File: src/source/rv_isa_pkg.sv
// RV32I base encodings for the integer pipeline slice
// Only the OP, OP-IMM, LUI and AUIPC major opcodes are named here
// XLEN and the register count are fixed for RV32I

package rv_isa_pkg;

    // Widths
    // ------------------------------------------------------------
    localparam int XLEN       = 32;
    localparam int ILEN       = 32;     // Uncompressed only
    localparam int NUM_REGS   = 32;     // x0 included
    localparam int REG_ADDR_W = 5;
    localparam int OPCODE_W   = 7;
    localparam int FUNCT3_W   = 3;
    localparam int FUNCT7_W   = 7;

    // Field positions in the 32-bit encoding
    localparam int RD_LSB     = 7;
    localparam int F3_LSB     = 12;
    localparam int RS1_LSB    = 15;
    localparam int RS2_LSB    = 20;     // Also start of the I-type immediate
    localparam int F7_LSB     = 25;

    typedef logic [XLEN-1:0]       xword_t;
    typedef logic [REG_ADDR_W-1:0] reg_addr_t;

    // Major opcodes
    // ------------------------------------------------------------
    typedef enum logic [OPCODE_W-1:0] {
        OP     = 7'b0110011,
        OP_IMM = 7'b0010011,
        LUI    = 7'b0110111,
        AUIPC  = 7'b0010111
    } opcode_e;

    // funct3 of the arithmetic group, shared by OP and OP-IMM
    localparam logic [FUNCT3_W-1:0] F3_ADD  = 3'b000;  // add, sub, addi
    localparam logic [FUNCT3_W-1:0] F3_SLL  = 3'b001;
    localparam logic [FUNCT3_W-1:0] F3_SLT  = 3'b010;
    localparam logic [FUNCT3_W-1:0] F3_SLTU = 3'b011;
    localparam logic [FUNCT3_W-1:0] F3_XOR  = 3'b100;
    localparam logic [FUNCT3_W-1:0] F3_SR   = 3'b101;  // srl and sra
    localparam logic [FUNCT3_W-1:0] F3_OR   = 3'b110;
    localparam logic [FUNCT3_W-1:0] F3_AND  = 3'b111;

    // funct7 values, ALT selects sub and sra
    localparam logic [FUNCT7_W-1:0] F7_BASE = 7'b0000000;
    localparam logic [FUNCT7_W-1:0] F7_ALT  = 7'b0100000;

endpackage
File: src/source/pipe_pkg.sv
// Records passed between the decode, execute and result stages
// Builds on the RV32I types, so it compiles after rv_isa_pkg

package pipe_pkg;

    // ALU operations, LUI reuses OR against a zero operand A
    typedef enum logic [3:0] {
        ADD,
        SUB,
        SLL,
        SLT,
        SLTU,
        XOR,
        SRL,
        SRA,
        OR,
        AND
    } alu_op_e;

    // Top level input request
    typedef struct packed {
        rv_isa_pkg::xword_t           pc;
        logic [rv_isa_pkg::ILEN-1:0]  instr;
    } instr_req_t;

    // Decode to execute micro-op
    // ------------------------------------------------------------
    typedef struct packed {
        rv_isa_pkg::xword_t     pc;
        rv_isa_pkg::xword_t     opr_a;
        rv_isa_pkg::xword_t     opr_b;
        rv_isa_pkg::reg_addr_t  rd;
        alu_op_e                alu_op;
        logic                   illegal;    // Unknown encoding, no write-back
    } uop_t;

    // Execute to result record, also the top level output
    typedef struct packed {
        rv_isa_pkg::xword_t     pc;
        rv_isa_pkg::reg_addr_t  rd;
        rv_isa_pkg::xword_t     value;
        logic                   illegal;
    } exec_res_t;

    // Destination still owed to the register file
    typedef struct packed {
        logic                   valid;
        rv_isa_pkg::reg_addr_t  rd;
    } pend_dst_t;

endpackage

File: src/source/int_pipe.sv
// Three stage RV32I arithmetic slice: decode, execute, result
// Valid/ready on both ends, in order, at most three instructions in flight
// Minimum latency from input handshake to out_valid_o is 3 cycles

module int_pipe (
    input  logic                  g_clk,
    input  logic                  rst_i,

    input  logic                  in_valid_i,
    output logic                  in_ready_o,
    input  pipe_pkg::instr_req_t  in_req_i,

    output logic                  out_valid_o,
    input  logic                  out_ready_i,
    output pipe_pkg::exec_res_t   out_res_o
);

    import rv_isa_pkg::*;
    import pipe_pkg::*;

    // Stage links
    // ------------------------------------------------------------
    reg_addr_t  rs1_addr;
    reg_addr_t  rs2_addr;
    xword_t     rs1_data;
    xword_t     rs2_data;
    pend_dst_t  ex_pend;
    pend_dst_t  res_pend;
    logic       uop_valid;
    logic       uop_ready;
    uop_t       uop;
    logic       res_valid;
    logic       res_ready;
    exec_res_t  res;

    int_decode u_decode (
        .g_clk       (g_clk      ),
        .rst_i       (rst_i      ),
        .in_valid_i  (in_valid_i ),
        .in_ready_o  (in_ready_o ),
        .in_req_i    (in_req_i   ),
        .rs1_addr_o  (rs1_addr   ),
        .rs2_addr_o  (rs2_addr   ),
        .rs1_data_i  (rs1_data   ),
        .rs2_data_i  (rs2_data   ),
        .ex_pend_i   (ex_pend    ),
        .res_pend_i  (res_pend   ),
        .uop_valid_o (uop_valid  ),
        .uop_ready_i (uop_ready  ),
        .uop_o       (uop        )
    );

    int_execute u_execute (
        .g_clk       (g_clk      ),
        .rst_i       (rst_i      ),
        .uop_valid_i (uop_valid  ),
        .uop_ready_o (uop_ready  ),
        .uop_i       (uop        ),
        .ex_pend_o   (ex_pend    ),
        .res_valid_o (res_valid  ),
        .res_ready_i (res_ready  ),
        .res_o       (res        )
    );

    // Also owns the register file read by decode
    int_result u_result (
        .g_clk       (g_clk      ),
        .rst_i       (rst_i      ),
        .res_valid_i (res_valid  ),
        .res_ready_o (res_ready  ),
        .res_i       (res        ),
        .rs1_addr_i  (rs1_addr   ),
        .rs2_addr_i  (rs2_addr   ),
        .rs1_data_o  (rs1_data   ),
        .rs2_data_o  (rs2_data   ),
        .res_pend_o  (res_pend   ),
        .out_valid_o (out_valid_o),
        .out_ready_i (out_ready_i),
        .out_res_o   (out_res_o  )
    );

endmodule

File: src/source/int_result.sv
// Retire stage: one result register, the output port and the register file
// Registers are written only on the output handshake, never for illegal
// records or rd of x0; x0 always reads as zero
// Both read ports are combinational

module int_result (
    input  logic                   g_clk,
    input  logic                   rst_i,

    input  logic                   res_valid_i,
    output logic                   res_ready_o,
    input  pipe_pkg::exec_res_t    res_i,

    input  rv_isa_pkg::reg_addr_t  rs1_addr_i,
    input  rv_isa_pkg::reg_addr_t  rs2_addr_i,
    output rv_isa_pkg::xword_t     rs1_data_o,
    output rv_isa_pkg::xword_t     rs2_data_o,

    output pipe_pkg::pend_dst_t    res_pend_o,

    output logic                   out_valid_o,
    input  logic                   out_ready_i,
    output pipe_pkg::exec_res_t    out_res_o
);

    import rv_isa_pkg::*;
    import pipe_pkg::*;

    logic       out_valid_q;
    exec_res_t  out_q;
    logic       accept;
    logic       retire;
    logic       wr_en;
    xword_t     regs [1:NUM_REGS-1];    // No storage for x0

    // Result register
    // ------------------------------------------------------------
    assign res_ready_o = !out_valid_q || out_ready_i;
    assign accept      = res_valid_i && res_ready_o;
    assign retire      = out_valid_q && out_ready_i;

    always_ff @(posedge g_clk) begin
        if (rst_i) begin
            out_valid_q <= 1'b0;
        end else if (accept) begin
            out_valid_q <= 1'b1;
        end else if (retire) begin
            out_valid_q <= 1'b0;
        end
    end

    // Held stable while the output is back-pressured
    always_ff @(posedge g_clk) begin
        if (accept) begin
            out_q <= res_i;
        end
    end

    assign res_pend_o  = '{valid: out_valid_q, rd: out_q.rd};
    assign out_valid_o = out_valid_q;
    assign out_res_o   = out_q;

    // Register file
    // ------------------------------------------------------------
    assign wr_en = retire && !out_q.illegal && (out_q.rd != '0);

    always_ff @(posedge g_clk) begin
        if (rst_i) begin
            for (int i = 1; i < NUM_REGS; i++) begin
                regs[i] <= '0;
            end
        end else if (wr_en) begin
            regs[out_q.rd] <= out_q.value;
        end
    end

    assign rs1_data_o = (rs1_addr_i == '0) ? '0 : regs[rs1_addr_i];
    assign rs2_data_o = (rs2_addr_i == '0) ? '0 : regs[rs2_addr_i];

endmodule

File: src/source/int_execute.sv
// Single cycle ALU with one output register
// Shift amounts come from the low 5 bits of operand B
// Accepts a new uop whenever its register is empty or being emptied

module int_execute (
    input  logic                  g_clk,
    input  logic                  rst_i,

    input  logic                  uop_valid_i,
    output logic                  uop_ready_o,
    input  pipe_pkg::uop_t        uop_i,

    output pipe_pkg::pend_dst_t   ex_pend_o,

    output logic                  res_valid_o,
    input  logic                  res_ready_i,
    output pipe_pkg::exec_res_t   res_o
);

    import rv_isa_pkg::*;
    import pipe_pkg::*;

    xword_t     alu_a;
    xword_t     alu_b;
    logic [4:0] shamt;
    xword_t     alu_value;
    logic       accept;
    logic       res_valid_q;
    exec_res_t  res_q;

    assign alu_a = uop_i.opr_a;
    assign alu_b = uop_i.opr_b;
    assign shamt = alu_b[4:0];

    // ALU
    // ------------------------------------------------------------
    always_comb begin
        case (uop_i.alu_op)
            ADD:     alu_value = alu_a + alu_b;
            SUB:     alu_value = alu_a - alu_b;
            SLL:     alu_value = alu_a << shamt;
            SLT:     alu_value = xword_t'($signed(alu_a) < $signed(alu_b));
            SLTU:    alu_value = xword_t'(alu_a < alu_b);
            XOR:     alu_value = alu_a ^ alu_b;
            SRL:     alu_value = alu_a >> shamt;
            SRA:     alu_value = xword_t'($signed(alu_a) >>> shamt);
            OR:      alu_value = alu_a | alu_b;
            AND:     alu_value = alu_a & alu_b;
            default: alu_value = '0;
        endcase
    end

    // Execute to result register
    // ------------------------------------------------------------
    assign uop_ready_o = !res_valid_q || res_ready_i;
    assign accept      = uop_valid_i && uop_ready_o;

    always_ff @(posedge g_clk) begin
        if (rst_i) begin
            res_valid_q <= 1'b0;
        end else if (accept) begin
            res_valid_q <= 1'b1;
        end else if (res_ready_i) begin
            res_valid_q <= 1'b0;
        end
    end

    always_ff @(posedge g_clk) begin
        if (accept) begin
            res_q.pc      <= uop_i.pc;
            res_q.rd      <= uop_i.rd;
            res_q.value   <= alu_value;
            res_q.illegal <= uop_i.illegal;
        end
    end

    // Stored rd is owed to the register file until it retires
    assign ex_pend_o   = '{valid: res_valid_q, rd: res_q.rd};

    assign res_valid_o = res_valid_q;
    assign res_o       = res_q;

endmodule

File: src/source/int_decode.sv
// Decode and operand gather for RV32I OP, OP-IMM, LUI and AUIPC
// No forwarding: a source that matches any pending rd holds in_ready_o low
// until the producer has been written back
// Register file reads are combinational, data must be valid the same cycle

module int_decode (
    input  logic                   g_clk,
    input  logic                   rst_i,

    input  logic                   in_valid_i,
    output logic                   in_ready_o,
    input  pipe_pkg::instr_req_t   in_req_i,

    output rv_isa_pkg::reg_addr_t  rs1_addr_o,
    output rv_isa_pkg::reg_addr_t  rs2_addr_o,
    input  rv_isa_pkg::xword_t     rs1_data_i,
    input  rv_isa_pkg::xword_t     rs2_data_i,

    input  pipe_pkg::pend_dst_t    ex_pend_i,     // Held in execute
    input  pipe_pkg::pend_dst_t    res_pend_i,    // Held in result

    output logic                   uop_valid_o,
    input  logic                   uop_ready_i,
    output pipe_pkg::uop_t         uop_o
);

    import rv_isa_pkg::*;
    import pipe_pkg::*;

    logic [OPCODE_W-1:0] opcode_raw;
    logic [FUNCT3_W-1:0] f3;
    logic [FUNCT7_W-1:0] f7;
    reg_addr_t           rs1;
    reg_addr_t           rs2;
    xword_t              imm_i;
    xword_t              imm_u;
    logic                use_rs1;
    logic                use_rs2;
    logic                hazard;
    logic                accept;
    uop_t                uop_n;
    uop_t                uop_q;
    logic                uop_valid_q;
    pend_dst_t           own_pend;

    // funct3 to ALU op, sub only exists in the register form
    function automatic alu_op_e map_f3(input logic [FUNCT3_W-1:0] fn3,
                                       input logic alt, input logic reg_form);
        case (fn3)
            F3_ADD:  map_f3 = (alt && reg_form) ? SUB : ADD;
            F3_SLL:  map_f3 = SLL;
            F3_SLT:  map_f3 = SLT;
            F3_SLTU: map_f3 = SLTU;
            F3_XOR:  map_f3 = XOR;
            F3_SR:   map_f3 = alt ? SRA : SRL;
            F3_OR:   map_f3 = OR;
            F3_AND:  map_f3 = AND;
            default: map_f3 = AND;
        endcase
    endfunction

    function automatic logic src_hit(input reg_addr_t rs, input pend_dst_t p);
        return p.valid && (rs != '0) && (p.rd == rs);
    endfunction

    // Field extraction
    // ------------------------------------------------------------
    assign opcode_raw = in_req_i.instr[OPCODE_W-1:0];
    assign f3         = in_req_i.instr[F3_LSB +: FUNCT3_W];
    assign f7         = in_req_i.instr[F7_LSB +: FUNCT7_W];
    assign rs1        = in_req_i.instr[RS1_LSB +: REG_ADDR_W];
    assign rs2        = in_req_i.instr[RS2_LSB +: REG_ADDR_W];

    assign imm_i = {{(XLEN-12){in_req_i.instr[ILEN-1]}}, in_req_i.instr[ILEN-1:RS2_LSB]};
    assign imm_u = {in_req_i.instr[ILEN-1:F3_LSB], 12'b0};

    assign rs1_addr_o = rs1;
    assign rs2_addr_o = rs2;

    // Operand selection and uop build
    always_comb begin
        uop_n.pc      = in_req_i.pc;
        uop_n.rd      = in_req_i.instr[RD_LSB +: REG_ADDR_W];
        uop_n.opr_a   = rs1_data_i;
        uop_n.opr_b   = imm_i;
        uop_n.alu_op  = ADD;
        uop_n.illegal = 1'b0;
        use_rs1       = 1'b0;
        use_rs2       = 1'b0;

        case (opcode_e'(opcode_raw))
            OP: begin
                use_rs1      = 1'b1;
                use_rs2      = 1'b1;
                uop_n.opr_b  = rs2_data_i;
                uop_n.alu_op = map_f3(f3, f7 == F7_ALT, 1'b1);
                uop_n.illegal = !(f7 == F7_BASE ||
                                  (f7 == F7_ALT && (f3 == F3_ADD || f3 == F3_SR)));
            end
            OP_IMM: begin
                use_rs1      = 1'b1;
                uop_n.alu_op = map_f3(f3, f7 == F7_ALT, 1'b0);
                // Shift forms keep funct7 in the upper immediate bits
                if (f3 == F3_SLL) begin
                    uop_n.illegal = (f7 != F7_BASE);
                end else if (f3 == F3_SR) begin
                    uop_n.illegal = (f7 != F7_BASE) && (f7 != F7_ALT);
                end
            end
            LUI: begin
                uop_n.opr_a  = '0;
                uop_n.opr_b  = imm_u;
                uop_n.alu_op = OR;
            end
            AUIPC: begin
                uop_n.opr_a  = in_req_i.pc;
                uop_n.opr_b  = imm_u;
            end
            default: begin
                uop_n.opr_a   = '0;     // Result reads as zero
                uop_n.opr_b   = '0;
                uop_n.illegal = 1'b1;
            end
        endcase
    end

    // Hazards and handshake
    // ------------------------------------------------------------
    assign own_pend = '{valid: uop_valid_q, rd: uop_q.rd};

    assign hazard =
        (use_rs1 && (src_hit(rs1, own_pend) || src_hit(rs1, ex_pend_i) ||
                     src_hit(rs1, res_pend_i))) ||
        (use_rs2 && (src_hit(rs2, own_pend) || src_hit(rs2, ex_pend_i) ||
                     src_hit(rs2, res_pend_i)));

    assign in_ready_o = !hazard && (!uop_valid_q || uop_ready_i);
    assign accept     = in_valid_i && in_ready_o;

    always_ff @(posedge g_clk) begin
        if (rst_i) begin
            uop_valid_q <= 1'b0;
        end else if (accept) begin
            uop_valid_q <= 1'b1;
        end else if (uop_ready_i) begin
            uop_valid_q <= 1'b0;    // Drained into execute
        end
    end

    always_ff @(posedge g_clk) begin
        if (accept) begin
            uop_q <= uop_n;
        end
    end

    assign uop_valid_o = uop_valid_q;
    assign uop_o       = uop_q;

endmodule

File: config.mk
export PLATFORM = sky130hd
export DESIGN_NAME = int_pipe
export DESIGN_NICKNAME = d
export VERILOG_FILES = /design/src/source/rv_isa_pkg.sv /design/src/source/pipe_pkg.sv /design/src/source/int_pipe.sv /design/src/source/int_result.sv /design/src/source/int_execute.sv /design/src/source/int_decode.sv
export SDC_FILE = /design/constraint.sdc
export NUM_CORES = 2
export LEC_CHECK = 0
export ABC_AREA = 1
export BUFFER_PORTS_ARGS = -buffer_cell sky130_fd_sc_hd__buf_2
export CAP_MARGIN = 5
export CORE_MARGIN = 4
export CORE_UTILIZATION = 40
export CTS_BUF_LIST = sky130_fd_sc_hd__clkbuf_2
export DETAILED_ROUTE_END_ITERATION = 8
export SETUP_SLACK_MARGIN = 0.3
export SYNTH_ARGS = -nofsm -noshare
export SYNTH_HDL_FRONTEND = slang
export SYNTH_SLANG_ARGS = --single-unit
File: constraint.sdc
create_clock -name g_clk -period 25.3 [get_ports g_clk]
set_input_delay 1.265 -clock g_clk [delete_from_list [all_inputs] [get_ports g_clk]]
set_output_delay 1.265 -clock g_clk [all_outputs]
set_load 0.01 [all_outputs]
==> out/results.tsv <==
stage	metric	value	unit
worst_setup_path	FF-to-FF End	u_result.regs[22][1]$_SDFFCE_PN0P_	
global_route	largest net degree at the start of global routing	173	
timing	# setup viols final	0	
timing	Post-Route Skew	320	ps
worst_setup_path	Max FO, Critical Path	33	
flow_run	Max Cap Violations	0	
clock_tree	total CTS buffers	351	
clock_tree	clock-pin slew on the worst setup and hold paths	90	ps
power_and_ir_drop	worst vdd ir	38.2	uV
status	outcome	completed	
floorplanning	Die Ht	437	um
worst_hold_path	Hold Path Class	in2reg	
placed_design	number of port buffers	139	
clock_tree	postcts setup bufs	0	
layout	Multi-input gate area	0.0299	sq mm
timing	Fin. Hold Viols	0	
power_and_ir_drop	internal power component	3110	uW
clock_tree	clk_lat worst skew	1920	ps
timing	max-slew violations	0	
clock_tree	Max clock buf depth	4	
route	Met3 Wirelength	47100	um
floorplanning	Ports	140	
layout	Final Cell Area	0.0794	sq mm
placed_design	DP HPWL	206000	um
logic_synthesis	sequential fraction of the synthesis area	51.8	%
worst_setup_path	crit path capture	in_ready_o	
route	vias per cell	6.08	
timing	relative slew slack	9.89	%
layout	Fill cells	18271	
clock_tree	Root Buffer	clkbuf_2	
timing	Peak Freq	164	MHz
logic_synthesis	Main synth FF type	edfxtp_1	
worst_setup_path	flop2flop setup slack	21040	ps
worst_setup_path	worst reg2reg path depth	8	
power_and_ir_drop	Clock power frac	31.9	%
route	Highest Signal Layer	met5	
placed_design	Placed Area	0.0758	sq mm
floorplanning	Core Rows	157	
layout	most frequent cells in the layout	nor2_1, nand2_1, edfxtp_1	
global_route	first-pass GRT wire length	467000	um
worst_setup_path	worst r2r src	u_result.out_valid_o$_SDFFE_PP0P_	
logic_synthesis	cell taking the most area after synthesis	edfxtp_1	
power_and_ir_drop	switching part of the total power	31.9	%
power_and_ir_drop	PwrDens	57.5	mW/mm^2
worst_setup_path	Setup CP Type	in2out	
route	Vias	71432	
placed_design	placed insts	11103	
power_and_ir_drop	Power Total	4570	uW
layout	Sequential cell area	0.0382	sq mm
clock_tree	post-CTS sizing	0	
floorplanning	Die Area	0.191	sq mm
route	Routed wire per std cell	28.3	um
worst_setup_path	CP arrival	4830	ps
logic_synthesis	share of the synthesized area in the top cell type	51.7	%
floorplanning	Die Wd	437	um
timing	min cycle time layout	6100	ps
power_and_ir_drop	Combinational Power Share	14.6	%
route	Post-DRT Antenna Nets	0	
logic_synthesis	number of synthesized flops with an enable pin	1270	
floorplanning	Starting Density	40.2	%
worst_setup_path	critical path capture point type	primary output	
global_route	antenna violations before repair	15	
timing	actual slew at the worst max-slew pin	1350	ps
global_route	gr usage total	33.4	%
logic_synthesis	synth warn	0	
layout	commonest non-fill, non-tap cell in the layout	nor2_1	
clock_tree	TritonCTS clock tree	built	
power_and_ir_drop	P_leak	0.0323	uW
power_and_ir_drop	switching pwr	1450	uW
power_and_ir_drop	Seq pwr share	53.5	%
route	total iterations of the first detailed-routing run	7	
global_route	GRT overflow	0	
worst_setup_path	Setup crit start	in_req_i[6]	
logic_synthesis	Synth cell types	51	
clock_tree	CTS sink cnt	1273	
layout	Final Non-Filler Cells	11752	
floorplanning	Core ar.	0.183	sq mm
logic_synthesis	cells after synthesis	9028	
layout	area grow syn2layout	7.71	%
clock_tree	H-tree Lvls	5	
logic_synthesis	syn_area_per_cell	8.17	sq um
placed_design	RePlAce Congestion	0.989	
route	drt first-iter violations	11602	
route	met1 WL	123000	um
logic_synthesis	synth top area cells	edfxtp_1, nor2_1, nand2_1	
logic_synthesis	Cell Area, Synth	0.0738	sq mm
worst_setup_path	CP Launch Type	input port	
logic_synthesis	fraction of registers with async set/reset	0	%
route	Residual DRC	0	
route	met2 routed wirelength	139000	um
worst_setup_path	CP required	24030	ps
route	drt total wl	332000	um
layout	share of layout cells above drive strength 1	9.83	%
timing	RSZ-0062 raised after global routing	false	
global_route	number of global-route vias before repair	66397	
timing	Tcrit/Tclk final	24.1	%
timing	sum of negative setup slack	0	ps
layout	NumNets Final	9232	
logic_synthesis	#FFs+latches synth	1273	
## flip-flops by register name, summed over array words and instances (netlist names)
signal                 flops
u_result.regs           1024
u_decode.uop_o           106
u_result.out_res_o        70
u_execute.res_o           65
u_execute.ex_pend_o        5
u_decode.uop_valid_o       1
u_execute.res_valid_o      1
u_result.out_valid_o       1
## area by class of cell
cell class	count	share of cell area, %
well taps	2464	3.88
clock inverters	62	0.439
flip-flops and latches	1273	48.1
inverters	691	3.31
repair buffers	378	3.48
clock buffers	505	3.18
multi-input cells	6367	37.6
diodes	12	0.0378
## kinds of logic (layout without fill, tap and decap cells)
| kind of cell | count (synthesis) | after routing | share of synthesized area, % |
|---|---|---|---|
| flops | 1273 | 1273 | 51.8 |
| fa+ha+maj | 102 | 102 | 1.75 |
| simple gates | 4218 | 4218 | 23.6 |
| buf+inv | 1419 | 1636 | 8.12 |
| other cells | 1 | 44 | 0.00508 |
| xor+xnor | 8 | 8 | 0.0950 |
| compound gates | 2007 | 2007 | 14.6 |
## power by group through the flow
stage | clock network, uW | logic, uW | registers, uW
after floorplan | 0 | 383 | 2470
after detailed placement | 0 | 626 | 2490
after CTS | 1470 | 637 | 2440
after global routing | 1590 | 703 | 2450
final | 1460 | 667 | 2440
after global placement | 0 | 623 | 2490
## Yosys cell counts (2+ instances only)
master,count
nor3_2,2
buf_4,22
inv_2,11
nand3_1,821
o22ai_1,54
nand3b_1,9
nor2_4,3
buf_1,51
o21ai_1,158
nor4_1,3
dfxtp_1,3
a21boi_0,2
o211ai_1,193
o21ai_0,969
inv_4,2
o221ai_1,2
a211oi_1,5
nand2_1,1562
a31oi_1,4
o21a_1,4
xor2_1,7
and2_1,13
o2111ai_1,31
inv_1,677
nor2_2,5
nand4_1,132
o21bai_1,14
buf_2,295
nor3_1,35
edfxtp_1,1270
buf_6,26
fa_1,2
a21oi_1,567
nor2_1,1625
ha_1,100
clkbuf_1,332
nor3_4,3
## critical path, stage by stage
cell           delay, ps
dlygate4sd3_1        530
buf_2                120
nor2_1               160
nand4_1              940
a31oi_4              480
buf_4                610
nand2_1              130
nand2_1              230
nor2_1               140
buf_2                160
## metrics by stage
| stage | util (%) | setup slack (ps) | hold WS [ps] |
|---|---|---|---|
| floorplan | - | 15240 | 400 |
| global placement | 41.4 | 19910 | 400 |
| detailed placement | 41.4 | 19910 | 405 |
| CTS | 43.3 | 19530 | 0.994 |
| global route | 43.3 | 19170 | 88.7 |
| finish | 43.3 | 19200 | 216 |
## repair_timing
action | CTS | global route
hold buffers | 69 | 0
setup endpoints to repair | 0 | 0
endpoints found under the hold margin | 92 | 0
## routing by layer
layer,track usage [%],up-vias
met5,0,-
met4,20.3,14
met3,10.5,1096
li1,-,30930
met2,48.6,5458
met1,43.5,33934
## worst min path at each step
| stage | slack [ps] | to | from | depth (start not counted) |
|---|---|---|---|---|
| 3_5_place_dp | 400 | u_execute.res_o[44]$_DFFE_PP_ | u_decode.uop_o[80]$_DFFE_PP_ | 0 |
| 2_1_floorplan | 400 | u_execute.res_o[0]$_DFFE_PP_ | u_decode.uop_o[0]$_DFFE_PP_ | 0 |
| 6_report | 220 | u_decode.uop_o[74]$_DFFE_PP_ | in_req_i[32] | 2 |
| 3_3_place_gp | 400 | u_result.out_res_o[54]$_DFFE_PP_ | u_execute.res_o[54]$_DFFE_PP_ | 0 |
| 5_1_grt | 90 | u_decode.uop_o[82]$_DFFE_PP_ | in_req_i[40] | 2 |
| 4_1_cts | 1 | u_decode.uop_o[74]$_DFFE_PP_ | in_req_i[32] | 2 |
Power figures use the tool's default switching activity.
